`src/hw/tmac_pkg.sv`:
```
/*
  Shared definitions of the table-lookup multiply unit
  Default widths, lookup table geometry and id sizes
  Instruction record, opcode and engine state encodings
*/

`default_nettype none

package tmac_pkg;

  // Default word width of weights, activations and results
  localparam int unsigned DefDataWidth = 32;

  // Weights packed into one lookup index
  localparam int unsigned GroupSize  = 4;
  // Bits per weight, one bit plane per bit
  localparam int unsigned WeightBits = 4;
  localparam int unsigned LutSize    = 2 ** GroupSize;

  // Instruction ids and register file addressing
  localparam int unsigned NrVInsn   = 8;
  localparam int unsigned VidWidth  = 3;
  localparam int unsigned VlWidth   = 8;
  localparam int unsigned VregWidth = 5;
  localparam int unsigned AddrWidth = VregWidth + VlWidth;

  typedef logic [VidWidth-1:0] vid_t;

  typedef enum logic [1:0] {
    OP_TMAC,
    OP_OTHER1,
    OP_OTHER2
  } tmac_op_e;

  // Element count vl runs from 1 to 255
  typedef struct packed {
    tmac_op_e               op;
    vid_t                   id;
    logic [VregWidth-1:0]   vd;
    logic [VlWidth-1:0]     vl;
  } tmac_insn_t;

  typedef enum logic [2:0] {
    IDLE,
    DECOMPOSE,
    BUILD_LUT,
    LOOKUP,
    PUSH
  } tmac_state_e;

endpackage

`default_nettype wire

```
`src/hw/tmac_result_if.sv`:
```
/*
  Result link from the engine to the result queue
  One finished result with its id and address per push
*/

`timescale 1ns/1ps
`default_nettype none

interface tmac_result_if #(
  parameter int unsigned DataWidth = tmac_pkg::DefDataWidth
);

  // Single cycle strobe raised only while full is low
  logic                           push;
  tmac_pkg::vid_t                 id;
  logic [tmac_pkg::AddrWidth-1:0] addr;
  logic [DataWidth-1:0]           wdata;
  // Queue holds two entries
  logic                           full;

  modport engine (output push, output id, output addr, output wdata, input full);
  modport queue  (input push, input id, input addr, input wdata, output full);

endinterface

`default_nettype wire

```
`src/hw/tmac_engine.sv`:
```
/*
  Per-element engine of the multiply unit
  Bit-plane decomposition, table build, lookup and shifted accumulation
  Pushes each finished word with its id and address to the result queue
*/

`timescale 1ns/1ps
`default_nettype none

module tmac_engine #(
  parameter  int unsigned DataWidth      = tmac_pkg::DefDataWidth,
  parameter  int unsigned InsnQueueDepth = 4,
  localparam int unsigned NrWeights      = DataWidth / tmac_pkg::WeightBits,
  localparam int unsigned NrGroups       = NrWeights / tmac_pkg::GroupSize
) (
  input  wire                                          clk_i,
  input  wire                                          rst_ni,
  input  wire                                          issue_valid_i,
  input  tmac_pkg::tmac_insn_t                         issue_insn_i,
  output logic                                         issue_done_o,
  input  wire  [DataWidth-1:0]                         weight_i,
  input  wire                                          weight_valid_i,
  output logic                                         weight_ready_o,
  input  wire                                          act_valid_i,
  output logic                                         act_ready_o,
  output logic                                         lut_load_o,
  input  wire  [NrGroups-1:0][DataWidth-1:0]           lut_entry_i,
  output logic [NrGroups-1:0][tmac_pkg::GroupSize-1:0] lut_index_o,
  tmac_result_if.engine                                res
);

  localparam int unsigned PlaneWidth = $clog2(tmac_pkg::WeightBits);

  // Parameter checks at elaboration
  if (DataWidth % (tmac_pkg::GroupSize * tmac_pkg::WeightBits) != 0) begin : gen_width_check
    $error("DataWidth must be a multiple of GroupSize*WeightBits");
  end
  // More instructions in flight than ids would alias the done bits
  if (InsnQueueDepth > tmac_pkg::NrVInsn) begin : gen_depth_check
    $error("InsnQueueDepth exceeds the number of instruction ids");
  end

  typedef logic [NrGroups-1:0][tmac_pkg::GroupSize-1:0] plane_t;

  tmac_pkg::tmac_state_e        state_d, state_q;
  logic [PlaneWidth-1:0]        plane_d, plane_q;
  logic [tmac_pkg::VlWidth-1:0] elem_d, elem_q;
  logic [tmac_pkg::VlWidth-1:0] last_idx;
  logic                         last_elem;

  plane_t [tmac_pkg::WeightBits-1:0] planes_w, planes_q;
  logic   [DataWidth-1:0]            plane_sum;
  logic   [DataWidth-1:0]            acc_q;

  ////////////////////////////////////////
  // Datapath
  ////////////////////////////////////////

  // Plane b gathers bit b of every weight, GroupSize weights per index
  always_comb begin : p_decompose
    for (int unsigned b = 0; b < tmac_pkg::WeightBits; b++) begin
      for (int unsigned g = 0; g < NrGroups; g++) begin
        for (int unsigned j = 0; j < tmac_pkg::GroupSize; j++) begin
          planes_w[b][g][j] = weight_i[(g * tmac_pkg::GroupSize + j) * tmac_pkg::WeightBits + b];
        end
      end
    end
  end

  assign lut_index_o = planes_q[plane_q];

  // Sum of the group lookups for the current plane
  always_comb begin : p_plane_sum
    plane_sum = '0;
    for (int unsigned g = 0; g < NrGroups; g++) begin
      plane_sum = plane_sum + lut_entry_i[g];
    end
  end

  always_ff @(posedge clk_i) begin : p_payload
    if (weight_ready_o) begin
      planes_q <= planes_w;
    end
    if (act_ready_o) begin
      acc_q <= '0;
    end else if (state_q == tmac_pkg::LOOKUP) begin
      // Higher planes weigh by powers of two
      acc_q <= acc_q + (plane_sum << plane_q);
    end
  end

  // Element index in the low bits, destination register above
  assign res.id    = issue_insn_i.id;
  assign res.addr  = {issue_insn_i.vd, elem_q};
  assign res.wdata = acc_q;

  assign last_idx  = issue_insn_i.vl - 1'b1;
  assign last_elem = (elem_q == last_idx);

  ////////////////////////////////////////
  // Control FSM
  ////////////////////////////////////////

  always_comb begin : p_fsm
    state_d        = state_q;
    plane_d        = plane_q;
    elem_d         = elem_q;
    weight_ready_o = 1'b0;
    act_ready_o    = 1'b0;
    lut_load_o     = 1'b0;
    res.push       = 1'b0;
    issue_done_o   = 1'b0;

    case (state_q)
      tmac_pkg::IDLE: begin
        if (issue_valid_i) begin
          elem_d  = '0;
          state_d = tmac_pkg::DECOMPOSE;
        end
      end
      tmac_pkg::DECOMPOSE: begin
        weight_ready_o = weight_valid_i;
        if (weight_valid_i) begin
          state_d = tmac_pkg::BUILD_LUT;
        end
      end
      tmac_pkg::BUILD_LUT: begin
        act_ready_o = act_valid_i;
        lut_load_o  = act_valid_i;
        if (act_valid_i) begin
          plane_d = '0;
          state_d = tmac_pkg::LOOKUP;
        end
      end
      tmac_pkg::LOOKUP: begin
        // Exactly one cycle per plane
        plane_d = plane_q + 1'b1;
        if (plane_q == PlaneWidth'(tmac_pkg::WeightBits - 1)) begin
          state_d = tmac_pkg::PUSH;
        end
      end
      tmac_pkg::PUSH: begin
        // Stall here while the result queue is full
        if (!res.full) begin
          res.push = 1'b1;
          if (last_elem) begin
            issue_done_o = 1'b1;
            state_d      = tmac_pkg::IDLE;
          end else begin
            elem_d  = elem_q + 1'b1;
            state_d = tmac_pkg::DECOMPOSE;
          end
        end
      end
      default: state_d = tmac_pkg::IDLE;
    endcase
  end

  always_ff @(posedge clk_i or negedge rst_ni) begin : p_state
    if (!rst_ni) begin
      state_q <= tmac_pkg::IDLE;
      plane_q <= '0;
      elem_q  <= '0;
    end else begin
      state_q <= state_d;
      plane_q <= plane_d;
      elem_q  <= elem_d;
    end
  end

endmodule

`default_nettype wire

```
`src/hw/tmac_insn_queue.sv`:
```
/*
  Circular instruction queue
  Accept, issue and commit phases with separate pointers
  Commit is counted from register file grants, done pulses are one-hot
*/

`timescale 1ns/1ps
`default_nettype none

module tmac_insn_queue #(
  parameter int unsigned InsnQueueDepth = 4
) (
  input  wire                          clk_i,
  input  wire                          rst_ni,
  input  tmac_pkg::tmac_insn_t         op_i,
  input  wire                          op_valid_i,
  output logic                         op_ready_o,
  output logic                         issue_valid_o,
  output tmac_pkg::tmac_insn_t         issue_insn_o,
  input  wire                          issue_done_i,
  input  wire                          result_granted_i,
  output logic [tmac_pkg::NrVInsn-1:0] vinsn_done_o
);

  localparam int unsigned PtrWidth = (InsnQueueDepth > 1) ? $clog2(InsnQueueDepth) : 1;
  localparam int unsigned CntWidth = $clog2(InsnQueueDepth + 1);

  // Wrap a phase pointer at the end of the buffer
  function automatic logic [PtrWidth-1:0] next_pnt(input logic [PtrWidth-1:0] pnt);
    logic [PtrWidth-1:0] nxt;
    nxt = (pnt == PtrWidth'(InsnQueueDepth - 1)) ? '0 : pnt + 1'b1;
    return nxt;
  endfunction

  tmac_pkg::tmac_insn_t insn_q [InsnQueueDepth];

  logic [PtrWidth-1:0]          accept_pnt_q, issue_pnt_q, commit_pnt_q;
  // Issue count drops at issue done, commit count at the last grant
  logic [CntWidth-1:0]          issue_cnt_q, commit_cnt_q;
  logic [tmac_pkg::VlWidth-1:0] gnt_cnt_q;
  logic [tmac_pkg::NrVInsn-1:0] done_q;

  logic                         accept;
  logic                         commit_last;
  tmac_pkg::tmac_insn_t         commit_insn;
  logic [tmac_pkg::VlWidth-1:0] commit_last_idx;

  ////////////////////////////////////////
  // Accept and issue
  ////////////////////////////////////////

  // Queue slots stay taken until the results are committed
  assign op_ready_o = (commit_cnt_q != CntWidth'(InsnQueueDepth));
  // Other ops are acknowledged and dropped
  assign accept     = op_valid_i && op_ready_o && (op_i.op == tmac_pkg::OP_TMAC);

  assign issue_valid_o = (issue_cnt_q != '0);
  assign issue_insn_o  = insn_q[issue_pnt_q];

  ////////////////////////////////////////
  // Commit
  ////////////////////////////////////////

  assign commit_insn     = insn_q[commit_pnt_q];
  assign commit_last_idx = commit_insn.vl - 1'b1;
  // Grant that completes vl results of the oldest instruction
  assign commit_last     = result_granted_i && (gnt_cnt_q == commit_last_idx);

  assign vinsn_done_o = done_q;

  always_ff @(posedge clk_i) begin : p_buffer
    if (accept) begin
      insn_q[accept_pnt_q] <= op_i;
    end
  end

  always_ff @(posedge clk_i or negedge rst_ni) begin : p_control
    if (!rst_ni) begin
      accept_pnt_q <= '0;
      issue_pnt_q  <= '0;
      commit_pnt_q <= '0;
      issue_cnt_q  <= '0;
      commit_cnt_q <= '0;
      gnt_cnt_q    <= '0;
      done_q       <= '0;
    end else begin
      if (accept) begin
        accept_pnt_q <= next_pnt(accept_pnt_q);
      end
      if (issue_done_i) begin
        issue_pnt_q <= next_pnt(issue_pnt_q);
      end
      // Net change of each occupancy count
      issue_cnt_q  <= issue_cnt_q + CntWidth'(accept) - CntWidth'(issue_done_i);
      commit_cnt_q <= commit_cnt_q + CntWidth'(accept) - CntWidth'(commit_last);

      done_q <= '0;
      if (commit_last) begin
        commit_pnt_q            <= next_pnt(commit_pnt_q);
        gnt_cnt_q               <= '0;
        done_q[commit_insn.id]  <= 1'b1;
      end else if (result_granted_i) begin
        gnt_cnt_q <= gnt_cnt_q + 1'b1;
      end
    end
  end

endmodule

`default_nettype wire

```
`src/hw/tmac_lut.sv`:
```
/*
  Signed lookup table built from one activation word
  Entry i holds the plus-or-minus sum of the activation over index bits
  One combinational read port per weight group
*/

`timescale 1ns/1ps
`default_nettype none

module tmac_lut #(
  parameter  int unsigned DataWidth = tmac_pkg::DefDataWidth,
  localparam int unsigned NrWeights = DataWidth / tmac_pkg::WeightBits,
  localparam int unsigned NrGroups  = NrWeights / tmac_pkg::GroupSize
) (
  input  wire                                       clk_i,
  input  wire                                       rst_ni,
  input  wire                                       load_i,
  input  wire  [DataWidth-1:0]                      act_i,
  input  wire  [NrGroups-1:0][tmac_pkg::GroupSize-1:0] index_i,
  output logic [NrGroups-1:0][DataWidth-1:0]        entry_o
);

  logic [tmac_pkg::LutSize-1:0][DataWidth-1:0] lut_d, lut_q;

  // Set bit adds the activation, clear bit subtracts it
  always_comb begin : p_build
    for (int unsigned i = 0; i < tmac_pkg::LutSize; i++) begin
      lut_d[i] = '0;
      for (int unsigned j = 0; j < tmac_pkg::GroupSize; j++) begin
        if (((i >> j) & 1) != 0) begin
          lut_d[i] = lut_d[i] + act_i;
        end else begin
          lut_d[i] = lut_d[i] - act_i;
        end
      end
    end
  end

  always_ff @(posedge clk_i or negedge rst_ni) begin : p_table
    if (!rst_ni) begin
      lut_q <= '0;
    end else if (load_i) begin
      lut_q <= lut_d;
    end
  end

  // Parallel read with one index per group
  always_comb begin : p_read
    for (int unsigned g = 0; g < NrGroups; g++) begin
      entry_o[g] = lut_q[index_i[g]];
    end
  end

endmodule

`default_nettype wire

```
`src/hw/tmac_result_queue.sv`:
```
/*
  Two-entry result FIFO toward the register file
  Request while an entry is held, pop on grant
*/

`timescale 1ns/1ps
`default_nettype none

module tmac_result_queue #(
  parameter int unsigned DataWidth = tmac_pkg::DefDataWidth
) (
  input  wire                            clk_i,
  input  wire                            rst_ni,
  tmac_result_if.queue                   res,
  output logic                           result_req_o,
  output tmac_pkg::vid_t                 result_id_o,
  output logic [tmac_pkg::AddrWidth-1:0] result_addr_o,
  output logic [DataWidth-1:0]           result_wdata_o,
  input  wire                            result_gnt_i
);

  localparam int unsigned Depth = 2;

  tmac_pkg::vid_t                 id_q    [Depth];
  logic [tmac_pkg::AddrWidth-1:0] addr_q  [Depth];
  logic [DataWidth-1:0]           wdata_q [Depth];

  logic       rd_pnt_q, wr_pnt_q;
  logic [1:0] cnt_q;
  logic       pop;

  assign res.full     = (cnt_q == 2'(Depth));
  assign result_req_o = (cnt_q != '0);
  // Head entry drives the register file port
  assign result_id_o    = id_q[rd_pnt_q];
  assign result_addr_o  = addr_q[rd_pnt_q];
  assign result_wdata_o = wdata_q[rd_pnt_q];

  assign pop = result_req_o && result_gnt_i;

  always_ff @(posedge clk_i) begin : p_store
    if (res.push) begin
      id_q[wr_pnt_q]    <= res.id;
      addr_q[wr_pnt_q]  <= res.addr;
      wdata_q[wr_pnt_q] <= res.wdata;
    end
  end

  always_ff @(posedge clk_i or negedge rst_ni) begin : p_pointers
    if (!rst_ni) begin
      rd_pnt_q <= 1'b0;
      wr_pnt_q <= 1'b0;
      cnt_q    <= '0;
    end else begin
      if (res.push) begin
        wr_pnt_q <= ~wr_pnt_q;
      end
      if (pop) begin
        rd_pnt_q <= ~rd_pnt_q;
      end
      // Push and pop together keep the count
      cnt_q <= cnt_q + 2'(res.push) - 2'(pop);
    end
  end

endmodule

`default_nettype wire

```
`src/hw/tmac_unit.sv`:
```
/*
  Top level of the table-lookup multiply unit
  Instruction queue, engine, lookup table and result queue
*/

`timescale 1ns/1ps
`default_nettype none

module tmac_unit #(
  parameter  int unsigned DataWidth      = tmac_pkg::DefDataWidth,
  parameter  int unsigned InsnQueueDepth = 4,
  localparam int unsigned NrWeights      = DataWidth / tmac_pkg::WeightBits,
  localparam int unsigned NrGroups       = NrWeights / tmac_pkg::GroupSize
) (
  input  wire                            clk_i,
  input  wire                            rst_ni,
  // Instruction port
  input  tmac_pkg::tmac_insn_t           op_i,
  input  wire                            op_valid_i,
  output logic                           op_ready_o,
  // Operand streams
  input  wire  [DataWidth-1:0]           weight_i,
  input  wire                            weight_valid_i,
  output logic                           weight_ready_o,
  input  wire  [DataWidth-1:0]           act_i,
  input  wire                            act_valid_i,
  output logic                           act_ready_o,
  // Register file write port
  output logic                           result_req_o,
  output tmac_pkg::vid_t                 result_id_o,
  output logic [tmac_pkg::AddrWidth-1:0] result_addr_o,
  output logic [DataWidth-1:0]           result_wdata_o,
  input  wire                            result_gnt_i,
  output logic [tmac_pkg::NrVInsn-1:0]   vinsn_done_o
);

  tmac_pkg::tmac_insn_t                        issue_insn;
  logic                                        issue_valid, issue_done;
  logic                                        lut_load;
  logic [NrGroups-1:0][tmac_pkg::GroupSize-1:0] lut_index;
  logic [NrGroups-1:0][DataWidth-1:0]          lut_entry;
  logic                                        result_granted;

  tmac_result_if #(.DataWidth(DataWidth)) result_if ();

  // A grant counts only against a pending request
  assign result_granted = result_req_o && result_gnt_i;

  tmac_insn_queue #(.InsnQueueDepth(InsnQueueDepth)) insn_queue_i (
    .clk_i, .rst_ni, .op_i, .op_valid_i, .op_ready_o,
    .issue_valid_o(issue_valid), .issue_insn_o(issue_insn), .issue_done_i(issue_done),
    .result_granted_i(result_granted), .vinsn_done_o
  );

  tmac_engine #(.DataWidth(DataWidth), .InsnQueueDepth(InsnQueueDepth)) engine_i (
    .clk_i, .rst_ni,
    .issue_valid_i(issue_valid), .issue_insn_i(issue_insn), .issue_done_o(issue_done),
    .weight_i, .weight_valid_i, .weight_ready_o, .act_valid_i, .act_ready_o,
    .lut_load_o(lut_load), .lut_entry_i(lut_entry), .lut_index_o(lut_index),
    .res(result_if.engine)
  );

  tmac_lut #(.DataWidth(DataWidth)) lut_i (
    .clk_i, .rst_ni, .load_i(lut_load), .act_i,
    .index_i(lut_index), .entry_o(lut_entry)
  );

  tmac_result_queue #(.DataWidth(DataWidth)) result_queue_i (
    .clk_i, .rst_ni, .res(result_if.queue),
    .result_req_o, .result_id_o, .result_addr_o, .result_wdata_o, .result_gnt_i
  );

endmodule

`default_nettype wire

```
`config.mk`:
```
export PLATFORM = sky130hd
export DESIGN_NAME = tmac_unit
export DESIGN_NICKNAME = d
export VERILOG_FILES = /design/src/hw/tmac_pkg.sv /design/src/hw/tmac_result_if.sv /design/src/hw/tmac_engine.sv /design/src/hw/tmac_insn_queue.sv /design/src/hw/tmac_lut.sv /design/src/hw/tmac_result_queue.sv /design/src/hw/tmac_unit.sv
export SDC_FILE = /design/constraint.sdc
export NUM_CORES = 2
export LEC_CHECK = 0
export BUFFER_PORTS_ARGS = -buffer_cell sky130_fd_sc_hd__buf_2
export CORE_MARGIN = 2
export CORE_UTILIZATION = 65
export CTS_CLUSTER_SIZE = 40
export DETAILED_ROUTE_END_ITERATION = 7
export PLACE_DENSITY_LB_ADDON = 0.1
export SYNTH_ARGS = -nofsm -noshare
export SYNTH_HDL_FRONTEND = slang
export SYNTH_HIERARCHICAL = 1
export SYNTH_SLANG_ARGS = --single-unit
```
`constraint.sdc`:
```
create_clock -name clk_i -period 10 [get_ports clk_i]
set_clock_uncertainty 0.1 [all_clocks]
set_input_delay 2 -clock clk_i [delete_from_list [all_inputs] [get_ports clk_i]]
set_output_delay 2 -clock clk_i [all_outputs]
set_load 0.03 [all_outputs]
```
==> flow_summary.yaml <==
cts:
  cts.sinks: 728
  clk_path_buf_depth: 3
  clk_pin_slew_ps: 70
  cts_max_level: 3
  post_cts_resized: 0
  cts_setup_buffers: 0
  root_buffer: "clkbuf_16"
  tritoncts: "built"
  insertion_delay_ps: 700
  cts.hold.buffers_added: 0
  cts-buffers-inserted: 83
global_route:
  antenna_found_initial: 15
  grt_pass1_wl_mm: 340
  gr-total-overflow: 0
  grt_usage_pct: 41.8
  first_global_vias: 57800
  grt_max_degree: 205
sta:
  fin_crit_sh_pct: 97.4
  max_freq_mhz: 103
  max_slew_margin_pct: 19.9
  tns_ps: 0
  period_needed_ps: 9740
  worstMarginPinSlew_ps: 1200
  final.setup.worst_slack_ps: 255
  setup_viol: 0
  finalMaxSlewViolations: 0
  hold_viol_final: 0
  rsz0062_at_grt: "no"
detailed_routing:
  remaining_drc_errors: 4
  vias: 59400
  antenna_left: 0
  post_drt_wl_per_cell_microns: 25.6
  drtIter0Drc: 6637
  firstDrtPassIters: 8
  routed_wl_mm: 228
  vias_per_cell: 6.66
die:
  start_util_pct: 65.6
  fp.dieW_microns: 328
  row_count: 118
  ios: 148
  core_area_sq_um: 104000
  fp.dieH_microns: 328
  fp.dieArea_sq_um: 107000
critical_path:
  path_class: "flop to flop"
  cp_slowest_cell: "mux4_4"
  crit_arrival_ps: 10250
  cp_max_fo: 34
  end_kind: "flop"
  crit_required_ps: 10510
  cpPeakStageDelay_ps: 890
  start_kind: "flop"
finish:
  drive_gt1_share_pct: 17.2
  fillCellCount: 7790
  final_nets: 8278
  syn2layout_area_growth_pct: 9.42
logic_synthesis:
  synth_area_per_cell_sq_um: 9.36
  syn-cell-area_sq_um: 68100
  ys_warn_count: 6
  synth_cells: 7273
flow_run:
  max_cap_violations: 0
min_path:
  hold_class: "flop to flop"
outcome:
  status: "complete, but fails checks"
  violations: "DRC"
place:
  portBuffers: 146
  place_congestion: 1.06
  pre_cts_ws_ps: -27.5
  dp_hpwl_mm: 177
[layout by cell type (no fill, tap or decap), types with 32 or more instances in the layout]
cell	n
a211oi_1	53
a21o_1	121
a21oi_1	744
a31oi_1	67
and3_1	46
buf_2	145
buf_4	343
clkbuf_16	84
dfrtp_1	502
dfxtp_1	32
edfxtp_1	192
ha_1	713
inv_1	353
mux2_2	274
mux2i_1	132
mux4_2	274
nand2_1	381
nand2b_1	75
nand3_1	102
nand4_1	34
nor2_1	759
nor2b_1	70
nor3_1	114
nor4_1	34
o211ai_1	46
o21a_1	53
o21ai_0	329
o21bai_1	138
o31ai_1	67
or3_1	47
xnor2_1	530
xor2_1	141
[routing by layer]
metal / part of all wire, % / routed length (microns) / vias to the layer above / global-route usage, %
met2: 43 / 98100 / 3309 / 63.2
met3: 14 / 32200 / 488 / 15.2
li1: - / - / 26800 / -
met4: 3.8 / 8580 / 4 / 14.9
met1: 39 / 89400 / 28800 / 55.3
met5: 0.063 / 145 / - / 0.843
[registers in the layout, summed over array words and instances, names as in the netlist]
signal,cells
engine_i/elem_q,8
engine_i/plane_q,2
engine_i/planes_q,32
engine_i/res.wdata,32
engine_i/state_q,3
insn_queue_i/accept_pnt_q,2
insn_queue_i/commit_cnt_q,3
insn_queue_i/commit_pnt_q,2
insn_queue_i/gnt_cnt_q,8
insn_queue_i/insn_q,64
insn_queue_i/issue_cnt_q,3
insn_queue_i/issue_pnt_q,2
insn_queue_i/vinsn_done_o,8
lut_i/lut_q,459
result_queue_i/addr_q,26
result_queue_i/cnt_q,2
result_queue_i/id_q,6
result_queue_i/rd_pnt_q,1
result_queue_i/wdata_q,64
result_queue_i/wr_pnt_q,1
[worst paths after layout]
check | from | end | slack, ps | cells after the start
max | engine_i/plane_q[1] | engine_i/res.wdata[31] | 260 | 30
min | insn_queue_i/issue_cnt_q[2] | insn_queue_i/issue_cnt_q[2] | 390 | 1
max reg2reg | engine_i/plane_q[1] | engine_i/res.wdata[31] | 260 | 30
min reg2reg | insn_queue_i/issue_cnt_q[2] | insn_queue_i/issue_cnt_q[2] | 390 | 1
max in group asynchronous | rst_ni | lut_i/lut_q[445] | 6590 | 3
min in group asynchronous | rst_ni | insn_queue_i/gnt_cnt_q[2] | 1130 | 1
[critical path, delay by kind of cell, from the launching register on]
kind                       cells  cell delay [ps]
xor gates and xnor gates       1              270
buffers and inverters          2              300
muxes                          4             1600
and+or+nand+nor                3              860
adders and majority gates      2              790
AOI/OAI and AO/OA             18             5040
DFF                            1              620
[area by class of cell]
cell class / count / area [sq um] / share of cell area [%]
Inverter: 365 / 1370 / 1.84
Timing Repair Buffer: 493 / 3400 / 4.56
Antenna cell: 7 / 17.5 / 0.0235
Clock buffer: 98 / 2230 / 3.00
Sequential cell: 728 / 19000 / 25.5
Tap cell: 1380 / 1730 / 2.32
Clock inverter: 56 / 582 / 0.781
Multi-Input combinational cell: 5794 / 46200 / 62.0
[per-stage QoR]
stage	cells	util (%)	instance area, sq um	hold slack, ps
3_3_place_gp	8760	69.1	71700	359
3_5_place_dp	8760	69.1	71700	380
6_report	8921	71.8	74500	387
4_1_cts	8914	71.8	74500	389
2_1_floorplan	7274	-	68100	339
5_1_grt	8916	71.8	74500	413
Power is not shown: default switching activity piles up to over one toggle a cycle in this logic, so the estimate is an artifact.
